File: src/source/counterPkg.sv
/*
  shared types and CSR addresses for the counter block
  only the low xlen bits of writeVal and readVal carry data
  privilege encoding follows the RISC-V spec, level 2 is reserved
*/
`default_nettype none

package counterPkg;

  //////////////////////////////////////////////////////////////
  // privilege levels
  //////////////////////////////////////////////////////////////
  typedef enum logic [1:0] {
    userMode       = 2'd0,
    supervisorMode = 2'd1,
    machineMode    = 2'd3
  } privMode_t;

  //////////////////////////////////////////////////////////////
  // CSR addresses
  //////////////////////////////////////////////////////////////
  localparam logic [11:0] mhpmCounterBase  = 12'hB00;  // mcycle, minstret, mhpmcounter3..
  localparam logic [11:0] mhpmCounterHBase = 12'hB80;  // high halves, rv32 only
  localparam logic [11:0] hpmCounterBase   = 12'hC00;  // user read-only shadows
  localparam logic [11:0] hpmCounterHBase  = 12'hC80;
  localparam logic [11:0] timeAdr          = 12'hC01;
  localparam logic [11:0] timeHAdr         = 12'hC81;
  // mtime lives in memory space, so these CSR numbers must fault
  localparam logic [11:0] mtimeAdr         = 12'hB01;
  localparam logic [11:0] mtimeHAdr        = 12'hB81;
  localparam logic [11:0] mcountInhibitAdr = 12'h320;
  localparam logic [11:0] mcounterEnAdr    = 12'h306;
  localparam logic [11:0] sCounterEnAdr    = 12'h106;

  //////////////////////////////////////////////////////////////
  // bundles
  //////////////////////////////////////////////////////////////
  typedef struct packed {
    logic [11:0] adr;       // CSR number in memory stage
    privMode_t   priv;      // current privilege level
    logic        write;     // some CSR write is retiring
    logic        mWrite;    // write allowed at machine level
    logic [63:0] writeVal;  // low xlen bits used
  } csrReq_t;

  typedef struct packed {
    logic       retireValid;  // instruction retires, not flushed
    logic [3:0] instrClass;   // 0 branch, 1 jump, 2 return
    logic       bpWrong;      // any predictor miss
    logic       bpDirWrong;   // wrong direction
    logic       btaWrong;     // wrong target
    logic       rasWrong;     // return stack wrong
    logic       iclassWrong;  // class predictor wrong
    logic       loadStallD;   // load-use stall, decode stage
    logic       storeStallD;  // store stall, decode stage
    logic       dCacheAccess;
    logic       dCacheMiss;   // one cycle at start of miss
    logic       dCacheStall;  // miss cycles
    logic       iCacheAccess;
    logic       iCacheMiss;
    logic       iCacheStall;
    logic       csrWrite;
    logic       fenceI;
    logic       sfenceVma;
    logic       interrupt;
    logic       exception;
    logic       divBusy;      // divider busy cycles
  } hpmEvents_t;

  typedef struct packed {
    logic stallE;
    logic stallM;
    logic flushM;
  } pipeCtrl_t;

  typedef struct packed {
    logic [63:0] readVal;  // upper bits zero above xlen
    logic        illegal;  // access faults
  } csrResp_t;

endpackage

`default_nettype wire
File: src/source/counterControlCsrs.sv
/*
  mcountinhibit, mcounteren and scounteren
  all three are written only through mWrite, i.e. at machine level
  inhibit bit 1 is hardwired low since time cannot be stopped
*/
`timescale 1ns/10ps
`default_nettype none

module counterControlCsrs
  import counterPkg::*;
(
  input  wire logic    clk,
  input  wire logic    reset,
  input  wire csrReq_t req,
  output logic [31:0]  inhibit,
  output logic [31:0]  mEn,
  output logic [31:0]  sEn,
  output csrResp_t     ctrlResp,
  output logic         ctrlHit
);

  logic hitInhibit;  // mcountinhibit addressed
  logic hitMEn;      // mcounteren addressed
  logic hitSEn;      // scounteren addressed
  logic isMachine;
  logic isSuper;

  //////////////////////////////////////////////////////////////
  // address decode
  //////////////////////////////////////////////////////////////
  assign hitInhibit = (req.adr == mcountInhibitAdr);
  assign hitMEn     = (req.adr == mcounterEnAdr);
  assign hitSEn     = (req.adr == sCounterEnAdr);
  assign ctrlHit    = hitInhibit | hitMEn | hitSEn;

  assign isMachine  = (req.priv == machineMode);
  assign isSuper    = (req.priv == supervisorMode);

  //////////////////////////////////////////////////////////////
  // registers
  //////////////////////////////////////////////////////////////
  always_ff @(posedge clk) begin
    if (reset) begin
      inhibit <= '0;
      mEn     <= '0;
      sEn     <= '0;
    end else if (req.mWrite) begin
      if (hitInhibit)
        inhibit <= req.writeVal[31:0] & ~32'h2;  // keep time running
      if (hitMEn)
        mEn <= req.writeVal[31:0];
      if (hitSEn)
        sEn <= req.writeVal[31:0];
    end
  end

  //////////////////////////////////////////////////////////////
  // read path, same cycle
  //////////////////////////////////////////////////////////////
  always_comb begin
    ctrlResp = '0;
    if (hitInhibit) begin
      if (isMachine)
        ctrlResp.readVal = {32'b0, inhibit};
      else
        ctrlResp.illegal = 1'b1;       // machine only
    end else if (hitMEn) begin
      if (isMachine)
        ctrlResp.readVal = {32'b0, mEn};
      else
        ctrlResp.illegal = 1'b1;       // machine only
    end else if (hitSEn) begin
      // supervisor or machine may see scounteren
      if (isMachine || isSuper)
        ctrlResp.readVal = {32'b0, sEn};
      else
        ctrlResp.illegal = 1'b1;
    end
  end

endmodule

`default_nettype wire

File: config.mk
export PLATFORM = sky130hd
export DESIGN_NAME = counterControlCsrs
export DESIGN_NICKNAME = d
export VERILOG_FILES = /design/src/source/counterPkg.sv /design/src/source/counterControlCsrs.sv
export SDC_FILE = /design/constraint.sdc
export NUM_CORES = 1
export LEC_CHECK = 0
export BUFFER_PORTS_ARGS = -buffer_cell sky130_fd_sc_hd__buf_2
export CORE_ASPECT_RATIO = 1.5
export CORE_MARGIN = 3
export CORE_UTILIZATION = 31
export DETAILED_ROUTE_END_ITERATION = 7
export PLACE_DENSITY = 0.59
export SLEW_MARGIN = 20
export SYNTH_ARGS = -nofsm -noshare
export SYNTH_HDL_FRONTEND = slang
export SYNTH_SLANG_ARGS = --single-unit
File: constraint.sdc
create_clock -name clk -period 10.5 [get_ports clk]
set_clock_uncertainty 0.1 [all_clocks]
set_input_delay 3.15 -clock clk [delete_from_list [all_inputs] [get_ports clk]]
set_output_delay 3.15 -clock clk [all_outputs]
set_load 0.1 [all_outputs]
* Yosys cells after proc, flatten, opt, wreduce, memory -nomap -nowiden *
Index checks and enable logic that the tools add are counted.
W data, S select, Z words.

storage, ports and cells
  register bits after elaboration = 95
  input port bits = 82
  output and inout port bits = 162
  logic and storage cells = 22

operators by class
  equal/unequal tests = 5
  multiplexer cells = 8
  bitwise gates (word level) = 2
  reductions and logical operators = 4

operator list
  cell                    number
  $mux W65                2
  $mux W32                3
  $mux W33                1
  $eq A12 B10 Y1 const B  2
  $eq A12 B9 Y1 const B   1
  $reduce_and A2 Y1       3
  $eq A2 B1 Y1 const B    1
  $eq A2 B2 Y1 const B    1
  $mux W1                 2
  $or A1 B1 Y1            2
  $logic_or A1 B1 Y1      1

* Logic depth before layout (Yosys ltp) *
Gate-level depths: netlist of the first run.

  word-level depth = 6
  mapped depth = 6
  mapped depth without buffers = 4

* Worst setup path before layout of the first run *
OpenSTA, ideal clock, no wires.

  kind = input-to-output
  from = in req[79] (netlist bit)
  to = out ctrlResp[0] (netlist bit)
  data arrival time = 8477 ps
  required time = 7250 ps
  path slack = -1227 ps
  stages = 4
  buffers on the path = 1
  cell sequence = or4b_1 buf_4 a211oi_1 a21boi_0

RTL lines
  item         line                      text
  from (decl)  counterControlCsrs.sv:14  input wire csrReq_t req,
  to (decl)    counterControlCsrs.sv:18  output csrResp_t ctrlResp,

==> results.py, run 1 <==
metrics = {
    "layout": {
        "fin_area_sq_um": 5650,
        "area.sequential_sq_um": 1900,
        "area_growth_pct": 27.3,
        "multi_input_area_sq_um": 2200,
        "fin_nets": 818,
        "drive_gt1_share_pct": 32.7,
        "num_antenna_cells": 0,
        "fill_cells": 1470,
    },
    "global_route": {
        "grt_pass1_wl_mm": 22.6,
        "grt_max_degree": 57,
        "track_usage_pct": 17.5,
        "grt_overflow": 0,
        "antenna_found_initial": 0,
        "grt_pass1_vias": 4149,
    },
    "worst_setup_path": {
        "ff2ff_path_depth": 2,
        "cp-start-kind": "primary input",
        "cp_data_required_time_ps": 7250,
        "startpoint": "req[79]",
        "r2r_slack_ps": 9750,
        "setup.worst_path.end": "ctrlResp[15]",
        "critPathMaxFanout": 17,
        "crit_path_end_kind": "output port",
        "cp_data_arrival_time_ps": 5890,
        "worst_r2r_endpoint": "mEn[14]",
        "regToRegStartpoint": "mEn[14]",
        "crit_type": "in -> out",
    },
    "sta": {
        "setup_ws_ps": 1360,
        "max_freq_mhz": 109,
        "relSlewSlack_pct": 33.4,
        "fin_crit_ps": 9140,
        "grt_setup_unrepaired": "no",
        "worst_pin_slew_ps": 992,
        "whs_ps": 366,
        "period_share_pct": 87.0,
        "hold_violations": 0,
        "setup_violations": 0,
        "tns_ps": 0,
        "slew_viol_final": 0,
    },
    "routing": {
        "viasPerCell": 4.72,
        "route.detailed.drc": 0,
        "num_vias": 4394,
        "wl_per_cell_um": 15.5,
        "wl_met1_mm": 5.83,
        "wl_met3_um": 769,
        "dr.pass1.iters": 4,
        "top_layer": "met4",
        "drtIter0Drc": 130,
        "ant_nets": 0,
        "wirelength_mm": 14.4,
        "routed-wl-met2_mm": 7.58,
    },
    "floorplan": {
        "die_h_um": 153,
        "rows": 52,
        "die-area_sq_um": 15800,
        "core_sq_um": 13700,
        "die-width_um": 104,
        "start_util_pct": 32.3,
        "io_pins": 244,
    },
    "placement": {
        "dpl_cell_area_sq_um": 5320,
        "dp_hpwl_mm": 9.44,
        "portBuffers": 177,
        "place_ws_ps": 1330,
        "gp_congestion": 0.796,
    },
    "clock_tree": {
        "clockBufferDepth": 2,
        "cts_hold_buf": 0,
        "ctsResizeCount": 0,
        "clk_pin_slew_worst_paths_ps": 70,
        "clock_sinks": 95,
        "cts_setup_buffers": 0,
        "root_buffer": "clkbuf_16",
        "htreeDepth": 3,
        "cts_tree": "done",
        "numCtsBuffers": 9,
        "clkLatencyLatePin_ps": 330,
    },
    "yosys": {
        "synth_cell_types": 34,
        "synth-seq-cells": 95,
        "synth_seq_area_share_pct": 42.9,
        "syn_inst": 583,
        "syn_avg_cell_area_sq_um": 7.61,
        "synth_area_sq_um": 4440,
        "yosysWarnings": 0,
    },
    "run": {
        "maxCapViolCount": 0,
    },
    "pwr": {
        "power.density_nw_per_um2": 142,
        "ir_drop_uv": 84.7,
        "power.leakage_nw": 2.51,
    },
    "outcome": {
        "outcome": "finished clean",
    },
    "min_path": {
        "hold_path_class": "reg -> reg",
    },
}
==> cells by family (layout without fill, tap and decap cells) <==
kind of cell    after synthesis  count (layout)  share of synthesized area (%)
compound gates              130             130                           20.0
buf+inv                      80             206                           11.0
other cells                   1              33                         0.0845
flops                        95              95                           42.9
simple gates                277             277                           26.1
==> cells in the mapped netlist <==
cell,number,area share [%]
nand3_1,3,0.34
and2_1,1,0.14
a32o_1,1,0.23
or4_1,1,0.17
nand2b_1,1,0.14
o22ai_1,1,0.14
nor3b_1,1,0.17
dfxtp_1,95,43
conb_1,1,0.084
o21ai_0,1,0.11
nor4_2,1,0.28
or4b_1,1,0.23
nor2b_1,2,0.28
nor3_2,1,0.23
and3_1,1,0.14
buf_2,13,1.5
clkbuf_1,25,2.1
and3b_1,1,0.20
a21boi_0,1,0.17
a21oi_2,30,5.9
buf_6,6,1.5
inv_1,2,0.17
a21oi_1,65,7.3
nor4b_1,1,0.20
a32oi_1,30,5.9
nand2_1,252,21
nand4_1,3,0.42
or3b_2,1,0.20
nand3b_1,1,0.17
nor4_1,2,0.28
buf_4,34,5.8
nor4_4,2,0.96
and4_1,1,0.20
a211oi_1,1,0.17
==> power by group <==
group	internal, mW	switching [mW]
sequential	0.360	0.0000292
clock	0.217	0.144
combinational	0.00907	0.0714
total	0.586	0.216
==> stage by stage <==
step | power (mW) | std cells | utilization, %
6_report | 0.801 | 930 | 41.2
5_1_grt | 0.826 | 930 | 41.2
4_1_cts | 0.813 | 930 | 41.2
3_5_place_dp | 0.449 | 914 | 38.8
3_3_place_gp | 0.449 | 914 | 38.8
2_1_floorplan | 0.441 | 615 | -
==> registers in the layout (all words and copies together), names as in the netlist <==
name and count:
mEn 32, inhibit 31, sEn 32
==> cell usage in the layout (no fill, tap or decap) <==
| cell type | n |
|---|---|
| nor4b_1 | 1 |
| nand4_1 | 3 |
| inv_1 | 2 |
| nor4_2 | 1 |
| buf_4 | 12 |
| nor2b_2 | 1 |
| nor4_4 | 3 |
| or4b_1 | 1 |
| or3b_2 | 1 |
| dfxtp_1 | 95 |
| nand3_1 | 3 |
| clkinv_2 | 1 |
| nand3b_1 | 1 |
| a21oi_2 | 30 |
| bufinv_16 | 2 |
| nand2b_1 | 1 |
| a32o_1 | 1 |
| inv_6 | 2 |
| clkbuf_8 | 1 |
| a21boi_0 | 1 |
| a211oi_4 | 1 |
| a21oi_1 | 65 |
| or4_1 | 1 |
| nor3_4 | 1 |
| and3_1 | 1 |
| clkbuf_16 | 9 |
| nor2b_1 | 1 |
| nand2_1 | 252 |
| conb_1 | 33 |
| clkinvlp_4 | 1 |
| and3b_1 | 1 |
| o21ai_0 | 1 |
| o22ai_1 | 1 |
| a32oi_1 | 30 |
| and4_1 | 1 |
| and2_1 | 1 |
| buf_2 | 176 |
| nor3b_1 | 1 |
| nor4_1 | 1 |
==> routing by layer <==
| metal | up-vias | global-route usage (%) |
|---|---|---|
| met5 | - | 0 |
| met4 | 0 | 5.83 |
| met3 | 18 | 3.26 |
| met2 | 162 | 32.6 |
| met1 | 2036 | 20.0 |
| li1 | 2178 | - |
==> cell type report <==
class	instances	share of cell area, %
clock buffers	10	4.23
flip-flops and latches	95	33.7
clock inverters	6	1.59
well taps	189	4.19
multi-input cells	440	39.0
repair buffers	188	17.2
inverters	2	0.133
==> critical path, stage by stage <==
cell	delay, ps
buf_2	100
or4b_1	790
nor3_4	770
buf_4	400
a32o_1	230
buf_2	430
==> how the worst min path moves through the flow <==
stage / start / end / slack (ps) / cells after the start
2_1_floorplan: inhibit[31] / inhibit[31] / 790 / 2
3_3_place_gp: sEn[12] / sEn[12] / 360 / 2
3_5_place_dp: inhibit[22] / inhibit[22] / 360 / 2
4_1_cts: sEn[10] / sEn[10] / 370 / 2
5_1_grt: inhibit[6] / inhibit[6] / 380 / 2
6_report: sEn[10] / sEn[10] / 370 / 2
Power figures use the tool's default switching activity.
==> run 2: changes to the inputs <==
--- a/config.mk
+++ b/config.mk
@@ -5,12 +5,14 @@
 export SDC_FILE = /design/constraint.sdc
 export NUM_CORES = 1
 export LEC_CHECK = 0
-export BUFFER_PORTS_ARGS = -buffer_cell sky130_fd_sc_hd__buf_2
+export CELL_PAD_IN_SITES_DETAIL_PLACEMENT = 1
+export CELL_PAD_IN_SITES_GLOBAL_PLACEMENT = 1
 export CORE_ASPECT_RATIO = 1.5
 export CORE_MARGIN = 3
 export CORE_UTILIZATION = 31
 export DETAILED_ROUTE_END_ITERATION = 7
-export PLACE_DENSITY = 0.59
+export DONT_BUFFER_PORTS = 1
+export PLACE_DENSITY = 0.6
 export SLEW_MARGIN = 20
 export SYNTH_ARGS = -nofsm -noshare
 export SYNTH_HDL_FRONTEND = slang
==> run 2 against run 1 <==
Register-to-register slack got worse by 740 ps. Highest routed layer unchanged. Final cell count is 18% lower. Total power fell by 5.8%. Critical path depth is 1 lower. Global-route usage up 1.9 points.
==> results.py, run 2 (same netlist as run 1, synthesis figures left out) <==
metrics = {
    "layout": {
        "area_growth_pct": 8.06,
        "top_regs": "mEn: 32 flops, sEn: 32 flops, inhibit: 31 flops",
        "num_antenna_cells": 0,
        "layout_common_cells": "252 x nand2_1, 95 x dfxtp_1, 65 x a21oi_1",
        "final_common_cell": "nand2_1",
        "drive_gt1_share_pct": 12.6,
        "fin_nets": 647,
    },
    "worst_setup_path": {
        "cp_data_arrival_time_ps": 6040,
        "cp-start-kind": "primary input",
        "crit_path_end_kind": "output port",
        "cp_data_required_time_ps": 7250,
        "crit_type": "in -> out",
        "critPathMaxFanout": 17,
    },
    "floorplan": {
        "die-area_sq_um": 15800,
        "core_sq_um": 13700,
        "io_pins": 244,
        "rows": 52,
        "die-width_um": 104,
        "start_util_pct": 32.3,
        "die_h_um": 153,
    },
    "global_route": {
        "track_usage_pct": 19.4,
        "grt_max_degree": 96,
        "grt_overflow": 0,
        "grt_pass1_vias": 4160,
        "antenna_found_initial": 0,
        "grt_pass1_wl_mm": 24.6,
    },
    "sta": {
        "setup_ws_ps": 1210,
        "grt_setup_unrepaired": "no",
        "slew_viol_final": 0,
        "tns_ps": 0,
        "worst_pin_slew_ps": 1060,
        "setup_violations": 0,
        "period_share_pct": 88.5,
        "hold_violations": 0,
        "fin_crit_ps": 9290,
        "max_freq_mhz": 108,
        "relSlewSlack_pct": 29.3,
    },
    "clock_tree": {
        "numCtsBuffers": 9,
        "clockBufferDepth": 2,
        "ctsResizeCount": 0,
        "cts_tree": "done",
        "cts_setup_buffers": 0,
        "htreeDepth": 3,
        "clock_sinks": 95,
        "clkLatencyLatePin_ps": 330,
        "cts_hold_buf": 0,
        "root_buffer": "clkbuf_16",
        "clk_pin_slew_worst_paths_ps": 70,
    },
    "routing": {
        "wl_per_cell_um": 20.5,
        "drtIter0Drc": 175,
        "ant_nets": 0,
        "dr.pass1.iters": 4,
        "num_vias": 3954,
        "wirelength_mm": 15.5,
        "viasPerCell": 5.21,
        "route.detailed.drc": 0,
    },
    "min_path": {
        "hold_path_class": "reg -> reg",
    },
    "outcome": {
        "outcome": "finished clean",
    },
    "placement": {
        "gp_congestion": 0.720,
        "dp_hpwl_mm": 11.1,
        "portBuffers": 0,
        "place_ws_ps": 1130,
    },
    "pwr": {
        "ir_drop_uv": 68.1,
        "power.leakage_nw": 1.63,
        "power.density_nw_per_um2": 157,
    },
    "run": {
        "maxCapViolCount": 0,
    },
}
## run 2: report_power, final
| group | switching [mW] | internal (mW) |
|---|---|---|
| clock | 0.143 | 0.192 |
| combinational | 0.0571 | 0.00225 |
| sequential | 0.000311 | 0.360 |
## run 2: path summary, 6_finish.rpt
check | startpoint | to | slack (ps) | depth (start not counted)
hold reg to reg | inhibit[20] | inhibit[20] | 820 | 2
hold / removal | inhibit[20] | inhibit[20] | 820 | 2
setup / recovery | req[79] | ctrlResp[14] | 1210 | 5
setup reg to reg | mEn[16] | mEn[16] | 9010 | 2
## run 2: cell type report
cell class,instances,area [sq um]
clock buffer,10,239
clock inverter,6,67.6
fill,1690,8930
inverter,2,7.51
multi-input combinational,440,2210
sequential,95,1900
tap,189,236
timing repair buffer,17,131
## run 2: worst max-delay path, cell delays in order
cell and delay, ps:
or4b_1 800, nor3_4 810, buf_4 400, a32oi_1 140, nand2_1 730
## run 2: per-layer routing
layer  routed length (um)  track usage (%)
met1                 5970             21.8
met2                 8120             35.2
met3                 1290             6.19
met4                  161             5.01
met5                    0                0
## run 2: through the flow
step | utilization, % | std cells | power (mW) | hold WS [ps] | area (sq um)
2_1_floorplan | - | 615 | 0.441 | 792 | 4570
3_3_place_gp | 32.6 | 741 | 0.427 | 799 | 4470
3_5_place_dp | 32.6 | 742 | 0.428 | 818 | 4480
4_1_cts | 34.9 | 758 | 0.767 | 828 | 4780
5_1_grt | 34.9 | 759 | 0.781 | 842 | 4800
6_report | 34.9 | 759 | 0.755 | 824 | 4800
