`config.mk`:
```
export PLATFORM = sky130hd
export DESIGN_NAME = eventCollector
export DESIGN_NICKNAME = d
export VERILOG_FILES = /design/src/source/counterPkg.sv /design/src/source/eventCollector.sv
export SDC_FILE = /design/constraint.sdc
export NUM_CORES = 1
export LEC_CHECK = 0
export ABC_AREA = 1
export BUFFER_PORTS_ARGS = -buffer_cell sky130_fd_sc_hd__buf_2
export CAP_MARGIN = 25
export CORE_UTILIZATION = 28
export DETAILED_ROUTE_END_ITERATION = 10
export PLACE_DENSITY = 0.86
export REMOVE_ABC_BUFFERS = 1
export SLEW_MARGIN = 25
export SYNTH_ARGS = -nofsm -noshare
export SYNTH_HDL_FRONTEND = slang
export SYNTH_SLANG_ARGS = --single-unit
```
`constraint.sdc`:
```
create_clock -name clk -period 1 [get_ports clk]
set_clock_uncertainty 0.2 [all_clocks]
set_input_delay 0.1 -clock clk [delete_from_list [all_inputs] [get_ports clk]]
set_output_delay 0.1 -clock clk [all_outputs]
set_load 0.1 [all_outputs]
```
`src/source/counterPkg.sv`:
```
/*
  shared types and CSR addresses for the counter block
  only the low xlen bits of writeVal and readVal carry data
  privilege encoding follows the RISC-V spec, level 2 is reserved
*/
`default_nettype none

package counterPkg;

  //////////////////////////////////////////////////////////////
  // privilege levels
  //////////////////////////////////////////////////////////////
  typedef enum logic [1:0] {
    userMode       = 2'd0,
    supervisorMode = 2'd1,
    machineMode    = 2'd3
  } privMode_t;

  //////////////////////////////////////////////////////////////
  // CSR addresses
  //////////////////////////////////////////////////////////////
  localparam logic [11:0] mhpmCounterBase  = 12'hB00;  // mcycle, minstret, mhpmcounter3..
  localparam logic [11:0] mhpmCounterHBase = 12'hB80;  // high halves, rv32 only
  localparam logic [11:0] hpmCounterBase   = 12'hC00;  // user read-only shadows
  localparam logic [11:0] hpmCounterHBase  = 12'hC80;
  localparam logic [11:0] timeAdr          = 12'hC01;
  localparam logic [11:0] timeHAdr         = 12'hC81;
  // mtime lives in memory space, so these CSR numbers must fault
  localparam logic [11:0] mtimeAdr         = 12'hB01;
  localparam logic [11:0] mtimeHAdr        = 12'hB81;
  localparam logic [11:0] mcountInhibitAdr = 12'h320;
  localparam logic [11:0] mcounterEnAdr    = 12'h306;
  localparam logic [11:0] sCounterEnAdr    = 12'h106;

  //////////////////////////////////////////////////////////////
  // bundles
  //////////////////////////////////////////////////////////////
  typedef struct packed {
    logic [11:0] adr;       // CSR number in memory stage
    privMode_t   priv;      // current privilege level
    logic        write;     // some CSR write is retiring
    logic        mWrite;    // write allowed at machine level
    logic [63:0] writeVal;  // low xlen bits used
  } csrReq_t;

  typedef struct packed {
    logic       retireValid;  // instruction retires, not flushed
    logic [3:0] instrClass;   // 0 branch, 1 jump, 2 return
    logic       bpWrong;      // any predictor miss
    logic       bpDirWrong;   // wrong direction
    logic       btaWrong;     // wrong target
    logic       rasWrong;     // return stack wrong
    logic       iclassWrong;  // class predictor wrong
    logic       loadStallD;   // load-use stall, decode stage
    logic       storeStallD;  // store stall, decode stage
    logic       dCacheAccess;
    logic       dCacheMiss;   // one cycle at start of miss
    logic       dCacheStall;  // miss cycles
    logic       iCacheAccess;
    logic       iCacheMiss;
    logic       iCacheStall;
    logic       csrWrite;
    logic       fenceI;
    logic       sfenceVma;
    logic       interrupt;
    logic       exception;
    logic       divBusy;      // divider busy cycles
  } hpmEvents_t;

  typedef struct packed {
    logic stallE;
    logic stallM;
    logic flushM;
  } pipeCtrl_t;

  typedef struct packed {
    logic [63:0] readVal;  // upper bits zero above xlen
    logic        illegal;  // access faults
  } csrResp_t;

endpackage

`default_nettype wire
```
`src/source/eventCollector.sv`:
```
/*
  builds the per-counter increment strobes
  event sources are fixed by counter number, no mhpmevent selectors
  load and store stalls are delayed two stages to line up with memory stage
*/
`timescale 1ns/10ps
`default_nettype none

module eventCollector
  import counterPkg::*;
#(
  parameter int numCounters = 32
) (
  input  wire logic                   clk,
  input  wire logic                   reset,
  input  wire hpmEvents_t             events,
  input  wire pipeCtrl_t              pipe,
  output logic [numCounters-1:0]      counterEvent
);

  logic        loadStallE, storeStallE;  // execute stage copies
  logic        loadStallM, storeStallM;  // memory stage copies
  logic        rv;                       // retire qualifier
  logic [31:0] allEvents;                // full 32 counter view

  //////////////////////////////////////////////////////////////
  // stall pipeline
  //////////////////////////////////////////////////////////////
  // decode to execute, held while execute stalls
  always_ff @(posedge clk) begin
    if (reset) begin
      loadStallE  <= 1'b0;
      storeStallE <= 1'b0;
    end else if (!pipe.stallE) begin
      loadStallE  <= events.loadStallD;
      storeStallE <= events.storeStallD;
    end
  end

  // execute to memory, flush drops the pending stall
  always_ff @(posedge clk) begin
    if (reset || pipe.flushM) begin
      loadStallM  <= 1'b0;
      storeStallM <= 1'b0;
    end else if (!pipe.stallM) begin
      loadStallM  <= loadStallE;
      storeStallM <= storeStallE;
    end
  end

  //////////////////////////////////////////////////////////////
  // event map
  //////////////////////////////////////////////////////////////
  assign rv = events.retireValid;

  always_comb begin
    allEvents     = '0;                        // counters 25 and up have no source
    allEvents[0]  = 1'b1;                      // cycle
    allEvents[1]  = 1'b0;                      // time slot, never counts here
    allEvents[2]  = rv;                        // instret
    allEvents[3]  = rv & events.instrClass[0]; // branches
    // jumps, minus returns
    allEvents[4]  = rv & events.instrClass[1] & ~events.instrClass[2];
    allEvents[5]  = rv & events.instrClass[2]; // returns
    allEvents[6]  = rv & events.bpWrong;
    allEvents[7]  = rv & events.bpDirWrong;
    allEvents[8]  = rv & events.btaWrong;
    allEvents[9]  = rv & events.rasWrong;
    allEvents[10] = rv & events.iclassWrong;
    allEvents[11] = loadStallM;                // not gated, flush already handled
    allEvents[12] = storeStallM;
    allEvents[13] = rv & events.dCacheAccess;
    allEvents[14] = events.dCacheMiss;
    allEvents[15] = events.dCacheStall;
    allEvents[16] = rv & events.iCacheAccess;
    allEvents[17] = events.iCacheMiss;
    allEvents[18] = events.iCacheStall;
    allEvents[19] = rv & events.csrWrite;
    allEvents[20] = rv & events.fenceI;
    allEvents[21] = rv & events.sfenceVma;
    allEvents[22] = events.interrupt;          // retireValid low on traps
    allEvents[23] = events.exception;
    allEvents[24] = events.divBusy;
  end

  assign counterEvent = allEvents[numCounters-1:0];

endmodule

`default_nettype wire

```
Word-level counts from Yosys, hierarchy flattened --
Index checks and enable logic that the tools add are counted.
Storage, ports and cells: flip-flop bits (word level) 4, word-level logic and storage cells 20, output and inout port bits 32, bits of input ports 29
Operators by class: bitwise gates (word level) 15, reduce and logical (&&, ||, !) cells 1
Operators with widths (number):
- 1-bit bitwise AND | 14
- 1-bit logical OR | 1
- 1-bit NOT | 1

Longest topological paths before layout --
Gate-level depths: netlist of run 1.
depth in word-level cells 2, gate-level depth with buffers 4, gate-level depth less buffers 4

Least setup slack after synthesis of run 1 --
OpenSTA, ideal clock, no wires.
path kind in2out, start point input port events[20] (netlist name), end point output port counterEvent[4], buffers on the path 0, cell stages on the path 2, data required time 0.700 ns, path slack -0.698 ns, data arrival time 1.398 ns, path through nand2_1 nor2_1
On the way: longest elaborated chain between the ends 2
RTL lines:
- start, declared | line eventCollector.sv:16 | input wire hpmEvents_t events,
- 1-bit bitwise AND (2 in series) | line eventCollector.sv:63 | allEvents[4] = rv & events.instrClass[1] & ~events.instrClass[2];
- end, declared | line eventCollector.sv:18 | output logic [numCounters-1:0] counterEvent
No other way between the ends.

Worst setup path in the final report of run 1 --
start point register storeStallM, end point output port counterEvent[12]
RTL lines:
- start, declared | line eventCollector.sv:22 | logic loadStallM, storeStallM;
- start signal, assigned | line eventCollector.sv:47 | storeStallM <= storeStallE;
No word-level cell between the ends.

==> results of run 1 <==
tightest hold or removal path, cell delays in order:
cell and delay (ns):
buf_2 0.08, nor2_1 0.05, nand2_1 0.06, nor2_1 0.03
Yosys cell counts, drive strengths merged:
master	n	share of area
buf	20	0.37
conb	2	0.018
dfxtp	4	0.19
inv	17	0.15
nand2	17	0.15
nor2	10	0.090
o21ai	2	0.024
path summary, 6_finish.rpt:
path                                  from                       end  slack (ns)  cells after the start
setup / recovery  storeStallM$_SDFFE_PP0N_          counterEvent[12]       -0.05                      1
hold / removal                     pipe[0]   loadStallM$_SDFFE_PP0N_       -0.07                      4
setup reg to reg  storeStallM$_SDFFE_PP0N_  storeStallM$_SDFFE_PP0N_        0.07                      5
hold reg to reg    loadStallE$_SDFFE_PP0N_   loadStallE$_SDFFE_PP0N_        0.28                      2
final cells by class:
cell class	instances	area [um^2]	area share
timing repair buffer	40	454	0.577
multi-input combinational	38	145	0.184
inverter	17	63.8	0.0811
tap	15	18.8	0.0238
sequential	4	82.6	0.105
clock buffer	3	22.5	0.0286
repair_timing:
item | in CTS | in global routing
hold endpoints to repair | 4 | 4
setup endpoints to repair | 2 | 9
setup buffers | 1 | 0
gates resized for setup | 2 | 2
gates cloned | 0 | 0
metrics by stage:
step,total power [mW],instances,setup TNS (ns)
5_1_grt,1.06,117,-0.144
3_3_place_gp,0.805,113,0
3_5_place_dp,0.811,113,0
2_1_floorplan,0.583,59,-2.26
6_report,1.01,117,-0.0951
4_1_cts,1.02,117,-0.113
kinds of logic after synthesis:
kind of cell | after synthesis | synth area share
flops | 4 | 0.192
other cells | 2 | 0.0180
buf+inv | 37 | 0.523
compound gates | 2 | 0.0240
simple gates | 27 | 0.243
layer usage:
metal	global-route usage	routed length, um
met3	0.117	230
met4	0.100	0
met1	0.0519	266
met2	0.246	516
met5	0	0
power by group through the flow:
stage	logic (mW)	registers, mW	clock network, mW
3_5_place_dp	0.634	0.178	0
4_1_cts	0.637	0.176	0.206
5_1_grt	0.660	0.176	0.218
3_3_place_gp	0.628	0.177	0
6_report	0.638	0.176	0.197
2_1_floorplan	0.386	0.197	0
registers in the layout, summed over array words and instances, names as in the netlist:
name	count
storeStallE	1
loadStallE	1
storeStallM	1
loadStallM	1
==> impl_metrics.csv, run 1 <==
group,metric,value,unit
critical_path,crit_path_top_delay_cell,"dfxtp_2",
floorplan,fp-row-count,13,
cts,path_clk_slew,0.04,ns
worst_hold_path,hold_wc_path_type,"in -> reg",
cells_and_area,commonest_cells_after_routing_fill_and_taps_aside,"buf_2, nand2_1, inv_1, buf_12, nor2_1",
cells_and_area,final_net_count,133,
power_and_ir_drop,seqPwrFrac,0.174,
critical_path,timing.critical_path.buf_inv,1,
routing,routed_wl,1010,um
power_and_ir_drop,comb_power_share,0.631,
sta,finalHoldViolCount,4,
power_and_ir_drop,sw_frac_of_total,0.524,
placed_design,finalWeightedCongestion,0.672,
sta,max_freq,954,MHz
power_and_ir_drop,vdd_ir_drop_max,0.573,mV
logic_synthesis,ys_ff_latch,4,
cells_and_area,final_core_utilization,0.583,
sta,rsz_0062_raised_after_global_routing,"yes",
logic_synthesis,syn_area,417,um^2
critical_path,cp-end-kind,"output port",
outcome,failed_checks,"negative hold slack, negative setup slack",
cts,clock_root_buffer,"clkbuf_4",
floorplan,die_w,40.6,um
floorplan,top_level_ports,61,
routing,viasPerCell,3.92,
cells_and_area,area_growth,88.9,%
critical_path,cp_top_family,"flip-flops",
power_and_ir_drop,power.density_cell_area,1280,nW/um^2
sta,setup-violations-final,2,
cts,cts_tree,"built",
logic_synthesis,synth.avg_cell_area,5.79,um^2
global_route,grt_antenna_before_repair,0,
routing,postRouteAntennaNets,0,
critical_path,critical_path.max_fanout,2,
critical_path,cpPeakStageDelay,0.34,ns
floorplan,floorplan.initialDensity,0.309,
critical_path,worstPathCellList,"buf_12",
outcome,run_status,"finished with violations",
floorplan,die_height,40.6,um
global_route,gr-total-overflow,0,
routing,drt_iter0_markers,3,
sta,min_period,1.05,ns
sta,slew_violations,0,
cells_and_area,layout.cells.most_common,"buf_2",
power_and_ir_drop,clkPwrFrac,0.195,
sta,setup_ws,-0.0479,ns
routing,num_vias,459,
logic_synthesis,post_synth_inst_count,72,
cts,clock_path_buffers,2,
cts,cts_inserted_buffers,3,
placed_design,pre_cts_ws,0.0291,ns
cts,clkLatencyLatePin,0.23,ns
logic_synthesis,yosys.cell_types.count,8,
critical_path,critical_path_class,"reg -> out",
global_route,grt_first_pass_wirelength,1280,um
placed_design,place.detailed.hpwl,871,um
global_route,global_route.usage.total,0.126,
logic_synthesis,ys_seq_area_frac,0.192,
placed_design,place_area,751,um^2
routing,post-route-drc-count,0,
floorplan,core_area,1350,um^2
logic_synthesis,synth.yosys.warnings,0,
cells_and_area,drive_above_1_share,0.451,
routing,detailed_route_wire_length_per_cell,8.66,um
cells_and_area,stdcell_area,787,um^2
power_and_ir_drop,power.net_switching,0.529,mW
critical_path,worst-endpoint-required,0.70,ns
sta,worst_hold_slack,-0.0736,ns
power_and_ir_drop,internal_power,0.481,mW
sta,finalCritPeriodShare,1.05,
global_route,pin_count_of_the_biggest_net_entering_global_routing,8,
flow_run,max-cap-violations,0,
placed_design,io_buffers,36,
cts,clock_sinks,4,
critical_path,timing.critical_path.from_type,"flip-flop",
cells_and_area,fillers,108,
floorplan,die-area,1650,um^2
cts,number_of_h_tree_levels,1,
global_route,via_count_of_the_first_global_routing_pass,375,
power_and_ir_drop,power.leakage,0.490,nW
routing,detail_route.first_pass.iterations,4,
cells_and_area,n_antenna_cell,0,
critical_path,worst_ep_arrival_time,0.75,ns
(Power assumes the default switching activity.)
==> run 2, diff against run 1 <==
ABC_CLOCK_PERIOD_IN_PS = 1000   (was unset)
BUFFER_PORTS_ARGS = unset   (was -buffer_cell sky130_fd_sc_hd__buf_2)
CORE_AREA = 2 2 39 41   (was unset)
CORE_UTILIZATION = unset   (was 28)
CTS_CLUSTER_DIAMETER = 40   (was unset)
DIE_AREA = 0 0 41 43   (was unset)
DONT_BUFFER_PORTS = 1   (was unset)
PLACE_DENSITY = 0.54   (was 0.86)
==> run 2 against run 1 <==
Net effect:
- the flow finishes with violations (negative setup slack)
- combinational power decreased by 9.9%
- maximum frequency shrank 0.17%
- global-route usage shrank 2.2 points
- routed wire length fell by 11%
- first-iteration DRC count is 100% lower
- clock-buffer cell count is the same
- via count fell by 13%
- flip-flop and latch count unchanged
- register-to-register slack better by 0.13 ns
- clock power about the same
- worst setup slack lost 0.0018 ns
- hold slack gained 0.074 ns
- largest cell class unchanged
- highest routed layer is now met4
==> impl_metrics.csv, run 2 (same netlist as run 1, synthesis figures left out) <==
group,metric,value,unit
power_and_ir_drop,p_total,0.951,mW
power_and_ir_drop,power.leakage,0.425,nW
power_and_ir_drop,power.density_cell_area,1350,nW/um^2
cts,path_clk_slew,0.03,ns
routing,postRouteAntennaNets,0,
critical_path,critical_path_class,"reg -> out",
cts,number_of_h_tree_levels,1,
critical_path,cpPeakStageDelay,0.34,ns
sta,finalHoldViolCount,0,
sta,worst_hold_slack,0.000217,ns
cts,cts_tree,"built",
sta,slew_violations,0,
critical_path,reg2reg_to,"storeStallM$_SDFFE_PP0N_",
power_and_ir_drop,vdd_ir_drop_max,0.839,mV
routing,routed_wl,906,um
critical_path,last_element_of_the_critical_path,"counterEvent[11]",
cells_and_area,fillers,126,
global_route,via_count_of_the_first_global_routing_pass,337,
critical_path,crit_path_top_delay_cell,"dfxtp_2",
critical_path,timing.critical_path.from_type,"flip-flop",
outcome,run_status,"finished with violations",
sta,setup_ws,-0.0496,ns
cells_and_area,area_growth,69.1,%
global_route,global_route.usage.total,0.103,
routing,detail_route.first_pass.iterations,1,
routing,viasPerCell,4.04,
sta,rsz_0062_raised_after_global_routing,"yes",
placed_design,place.detailed.hpwl,732,um
cells_and_area,drive_above_1_share,0.265,
placed_design,io_buffers,0,
cts,cts_inserted_buffers,3,
critical_path,number_of_stages_on_the_worst_setup_path,1,
cells_and_area,n_antenna_cell,0,
routing,detailed_route_wire_length_per_cell,9.15,um
critical_path,critical_path.max_fanout,2,
critical_path,worst_ep_arrival_time,0.75,ns
cells_and_area,ff_latch_area,82.6,um^2
floorplan,die-area,1760,um^2
global_route,pin_count_of_the_biggest_net_entering_global_routing,15,
sta,min_period,1.05,ns
floorplan,die_w,41,um
floorplan,core_area,1380,um^2
routing,num_vias,400,
flow_run,max-cap-violations,0,
floorplan,die_height,43,um
outcome,failed_checks,"negative setup slack",
floorplan,fp-row-count,14,
critical_path,ff_to_ff_start,"storeStallM$_SDFFE_PP0N_",
sta,setup-violations-final,2,
critical_path,cp-end-kind,"output port",
critical_path,worstPathCellList,"buf_12",
placed_design,finalWeightedCongestion,0.605,
cells_and_area,commonest_cells_after_routing_fill_and_taps_aside,"nand2_1, inv_1, buf_12",
cells_and_area,final_net_count,114,
cts,clock_root_buffer,"clkbuf_4",
critical_path,cp_top_family,"flip-flops",
cts,cts_setup_buffers,0,
critical_path,worst-r2r-setup-slack,0.20,ns
sta,max_freq,953,MHz
critical_path,critPathLaunch,"loadStallM$_SDFFE_PP0N_",
cts,clock_path_buffers,2,
global_route,grt_antenna_before_repair,0,
global_route,gr-total-overflow,0,
sta,finalCritPeriodShare,1.05,
global_route,grt_first_pass_wirelength,1170,um
cts,clkLatencyLatePin,0.24,ns
worst_hold_path,hold_wc_path_type,"in -> out",
critical_path,timing.reg2reg.worst_path_depth,4,
worst_hold_path,min-delay-start,"events[0]",
cts,clock_sinks,4,
floorplan,top_level_ports,61,
routing,drt_iter0_markers,0,
cells_and_area,area_occupied_by_multi_input_gates,150,um^2
critical_path,timing.critical_path.buf_inv,1,
floorplan,floorplan.initialDensity,0.301,
critical_path,worst-endpoint-required,0.70,ns
routing,post-route-drc-count,0,
run 2: per-stage QoR:
| stage | TNS [ns] | instance area [um^2] | std cells | utilization | worst slack, ns |
|---|---|---|---|---|---|
| 2_1_floorplan | -2.26 | 289 | 59 | - | -0.698 |
| 3_3_place_gp | 0 | 612 | 90 | 0.442 | 0.159 |
| 3_5_place_dp | 0 | 612 | 90 | 0.442 | 0.156 |
| 4_1_cts | -0.113 | 697 | 99 | 0.504 | -0.0583 |
| 5_1_grt | -0.177 | 704 | 99 | 0.509 | -0.0896 |
| 6_report | -0.0984 | 704 | 99 | 0.509 | -0.0496 |
run 2: worst min path at each step:
stage	to	slack, ns	cells after the start
after floorplan	counterEvent[14]	0	0
after global placement	counterEvent[24]	0.0007	0
after detailed placement	counterEvent[24]	0.0007	0
after CTS	counterEvent[24]	0.0007	0
after global routing	counterEvent[24]	0.0006	0
final	counterEvent[24]	0.0002	0
run 2: report_power, final:
part           internal, mW  switching [mW]  leakage (nW)
registers             0.170         0.00560        0.0338
clock network         0.134          0.0660        0.0138
logic                 0.150           0.425         0.378
run 2: cell type report:
class / count / share of cell area
timing repair buffer: 21 / 0.519
multi-input combinational: 38 / 0.213
inverter: 17 / 0.0906
clock buffer: 3 / 0.0320
tap: 16 / 0.0284
sequential: 4 / 0.117
run 2: what timing repair did:
| item | 4_1_cts | 5_1_grt |
|---|---|---|
| hold endpoints to repair | 4 | 0 |
| pin swaps | 0 | 1 |
| hold buffers | 6 | 0 |
| resized for setup | 2 | 3 |
| setup endpoints to repair | 2 | 4 |
run 2: layer usage:
metal	wire length [um]	part of all wire	GRT usage	up-vias
li1	-	-	-	192
met3	210	0.23	0.0838	4
met2	457	0.50	0.178	53
met5	0	0	0	-
met4	31	0.034	0.100	0
met1	205	0.23	0.0479	151
==> run 3, diff against run 2 <==
PLACE_DENSITY = 0.43   (was 0.54)
==> run 3 against run 2 <==
Net effect:
- the run still ends with negative setup slack left
- global-route usage is 1.0 points higher
- sequential power hardly changed
- cell count stayed put
==> impl_metrics.csv, run 3 (same netlist as run 1, synthesis figures left out) <==
group,metric,value,unit
placed_design,place_area,599,um^2
power_and_ir_drop,vdd_ir_drop_max,0.654,mV
sta,finalCritPeriodShare,1.05,
placed_design,io_buffers,0,
routing,detail_route.first_pass.iterations,3,
global_route,grt_antenna_before_repair,0,
power_and_ir_drop,p_total,0.950,mW
cts,cts_tree,"built",
power_and_ir_drop,power.leakage,0.425,nW
critical_path,reg2reg_to,"storeStallM$_SDFFE_PP0N_",
routing,detailed_route_wire_length_per_cell,9.95,um
critical_path,worstPathCellList,"buf_12",
critical_path,critical_path.max_fanout,2,
cts,number_of_h_tree_levels,1,
worst_hold_path,min-delay-start,"events[0]",
critical_path,timing.critical_path.from_type,"flip-flop",
sta,slew_violations,0,
cells_and_area,drive_above_1_share,0.265,
critical_path,cp-end-kind,"output port",
sta,max_freq,953,MHz
floorplan,die_height,43,um
routing,num_vias,393,
routing,drt_iter0_markers,4,
critical_path,timing.reg2reg.worst_path_depth,4,
sta,min_period,1.05,ns
cts,cts_inserted_buffers,3,
critical_path,crit_path_top_delay_cell,"dfxtp_2",
critical_path,worst_ep_arrival_time,0.75,ns
critical_path,ff_to_ff_start,"storeStallM$_SDFFE_PP0N_",
routing,postRouteAntennaNets,0,
critical_path,worst-endpoint-required,0.70,ns
worst_hold_path,min_delay_path_depth,0,
sta,setup-violations-final,2,
routing,post-route-drc-count,0,
floorplan,die-area,1760,um^2
cells_and_area,commonest_cells_after_routing_fill_and_taps_aside,"nand2_1, inv_1, buf_12",
sta,worst_hold_slack,0.000217,ns
cts,clkLatencyLatePin,0.23,ns
global_route,global_route.usage.total,0.114,
sta,rsz_0062_raised_after_global_routing,"yes",
floorplan,top_level_ports,61,
floorplan,die_w,41,um
power_and_ir_drop,comb_power_share,0.606,
power_and_ir_drop,sw_frac_of_total,0.523,
power_and_ir_drop,clkPwrFrac,0.209,
floorplan,core_area,1380,um^2
placed_design,pre_cts_ws,0.102,ns
floorplan,floorplan.initialDensity,0.301,
routing,routed_wl,985,um
flow_run,max-cap-violations,0,
global_route,grt_first_pass_wirelength,1300,um
critical_path,worst-r2r-setup-slack,0.19,ns
global_route,pin_count_of_the_biggest_net_entering_global_routing,15,
critical_path,cp_top_family,"flip-flops",
cells_and_area,n_antenna_cell,0,
worst_hold_path,worst_hold_path.endpoint,"counterEvent[24]",
worst_hold_path,hold_wc_path_type,"in -> out",
power_and_ir_drop,power.density_cell_area,1350,nW/um^2
cells_and_area,final_net_count,114,
cts,clock_sinks,4,
cells_and_area,fillers,142,
floorplan,fp-row-count,14,
global_route,gr-total-overflow,0,
placed_design,place.detailed.hpwl,797,um
cells_and_area,area_growth,69.1,%
critical_path,cpPeakStageDelay,0.34,ns
outcome,run_status,"finished with violations",
power_and_ir_drop,power.net_switching,0.497,mW
critical_path,critical_path_class,"reg -> out",
sta,finalHoldViolCount,0,
cts,path_clk_slew,0.04,ns
placed_design,finalWeightedCongestion,0.556,
cts,clock_path_buffers,2,
outcome,failed_checks,"negative setup slack",
placed_design,number_of_cells_in_the_design_after_placement,90,
routing,viasPerCell,3.97,
cells_and_area,stdcell_area,704,um^2
critical_path,timing.critical_path.buf_inv,1,
power_and_ir_drop,seqPwrFrac,0.185,
cts,clock_root_buffer,"clkbuf_4",
cells_and_area,layoutNonFillerInstCount,99,
global_route,via_count_of_the_first_global_routing_pass,372,
sta,setup_ws,-0.0495,ns
power_and_ir_drop,internal_power,0.454,mW
## run 3: cell counts in the layout (fill, tap and decap cells not counted)
Identical to the previous run, type by type.
## run 3: layout make-up
cell class                      count  area, um^2  share of cell area
Tap cell                           16        20.0              0.0284
Timing Repair Buffer               21         365               0.519
Inverter                           17        63.8              0.0906
Multi-Input combinational cell     38         150               0.213
Clock buffer                        3        22.5              0.0320
Sequential cell                     4        82.6               0.117
## run 3: how the worst max path moves through the flow
stage                             startpoint                to  slack, ns  cells after the start
global route        storeStallM$_SDFFE_PP0N_  counterEvent[12]      -0.08                      1
global placement    storeStallM$_SDFFE_PP0N_  counterEvent[12]       0.10                      1
floorplan                         events[20]   counterEvent[4]      -0.70                      2
CTS                  loadStallM$_SDFFE_PP0N_  counterEvent[11]      -0.06                      1
detailed placement  storeStallM$_SDFFE_PP0N_  counterEvent[12]       0.10                      1
finish               loadStallM$_SDFFE_PP0N_  counterEvent[11]      -0.05                      1
## run 3: metal layers
metal | share of wire | vias to the layer above | global-route usage
li1 | - | 192 | -
met1 | 0.24 | 148 | 0.0613
met2 | 0.49 | 51 | 0.181
met3 | 0.26 | 2 | 0.126
met4 | 0.010 | 0 | 0.0800
met5 | 0 | - | 0
## run 3: what timing repair did
item | in CTS | in global routing
buffers inserted | 0 | 0
pin swaps | 0 | 1
endpoints found under the hold margin | 4 | 0
resized for setup | 5 | 3
hold buffers | 6 | 0
setup endpoints to repair | 2 | 4
## run 3: through the flow
stage | TNS, ns | utilization
CTS | -0.118 | 0.504
floorplan | -2.26 | -
finish | -0.0982 | 0.509
detailed placement | 0 | 0.433
global placement | 0 | 0.433
global route | -0.159 | 0.509
## run 3: power groups by stage
| stage | Clock, mW | Sequential [mW] | Combinational (mW) |
|---|---|---|---|
| global placement | 0 | 0.176 | 0.548 |
| finish | 0.199 | 0.175 | 0.576 |
| CTS | 0.208 | 0.176 | 0.575 |
| detailed placement | 0 | 0.177 | 0.551 |
| floorplan | 0 | 0.197 | 0.386 |
| global route | 0.227 | 0.176 | 0.596 |
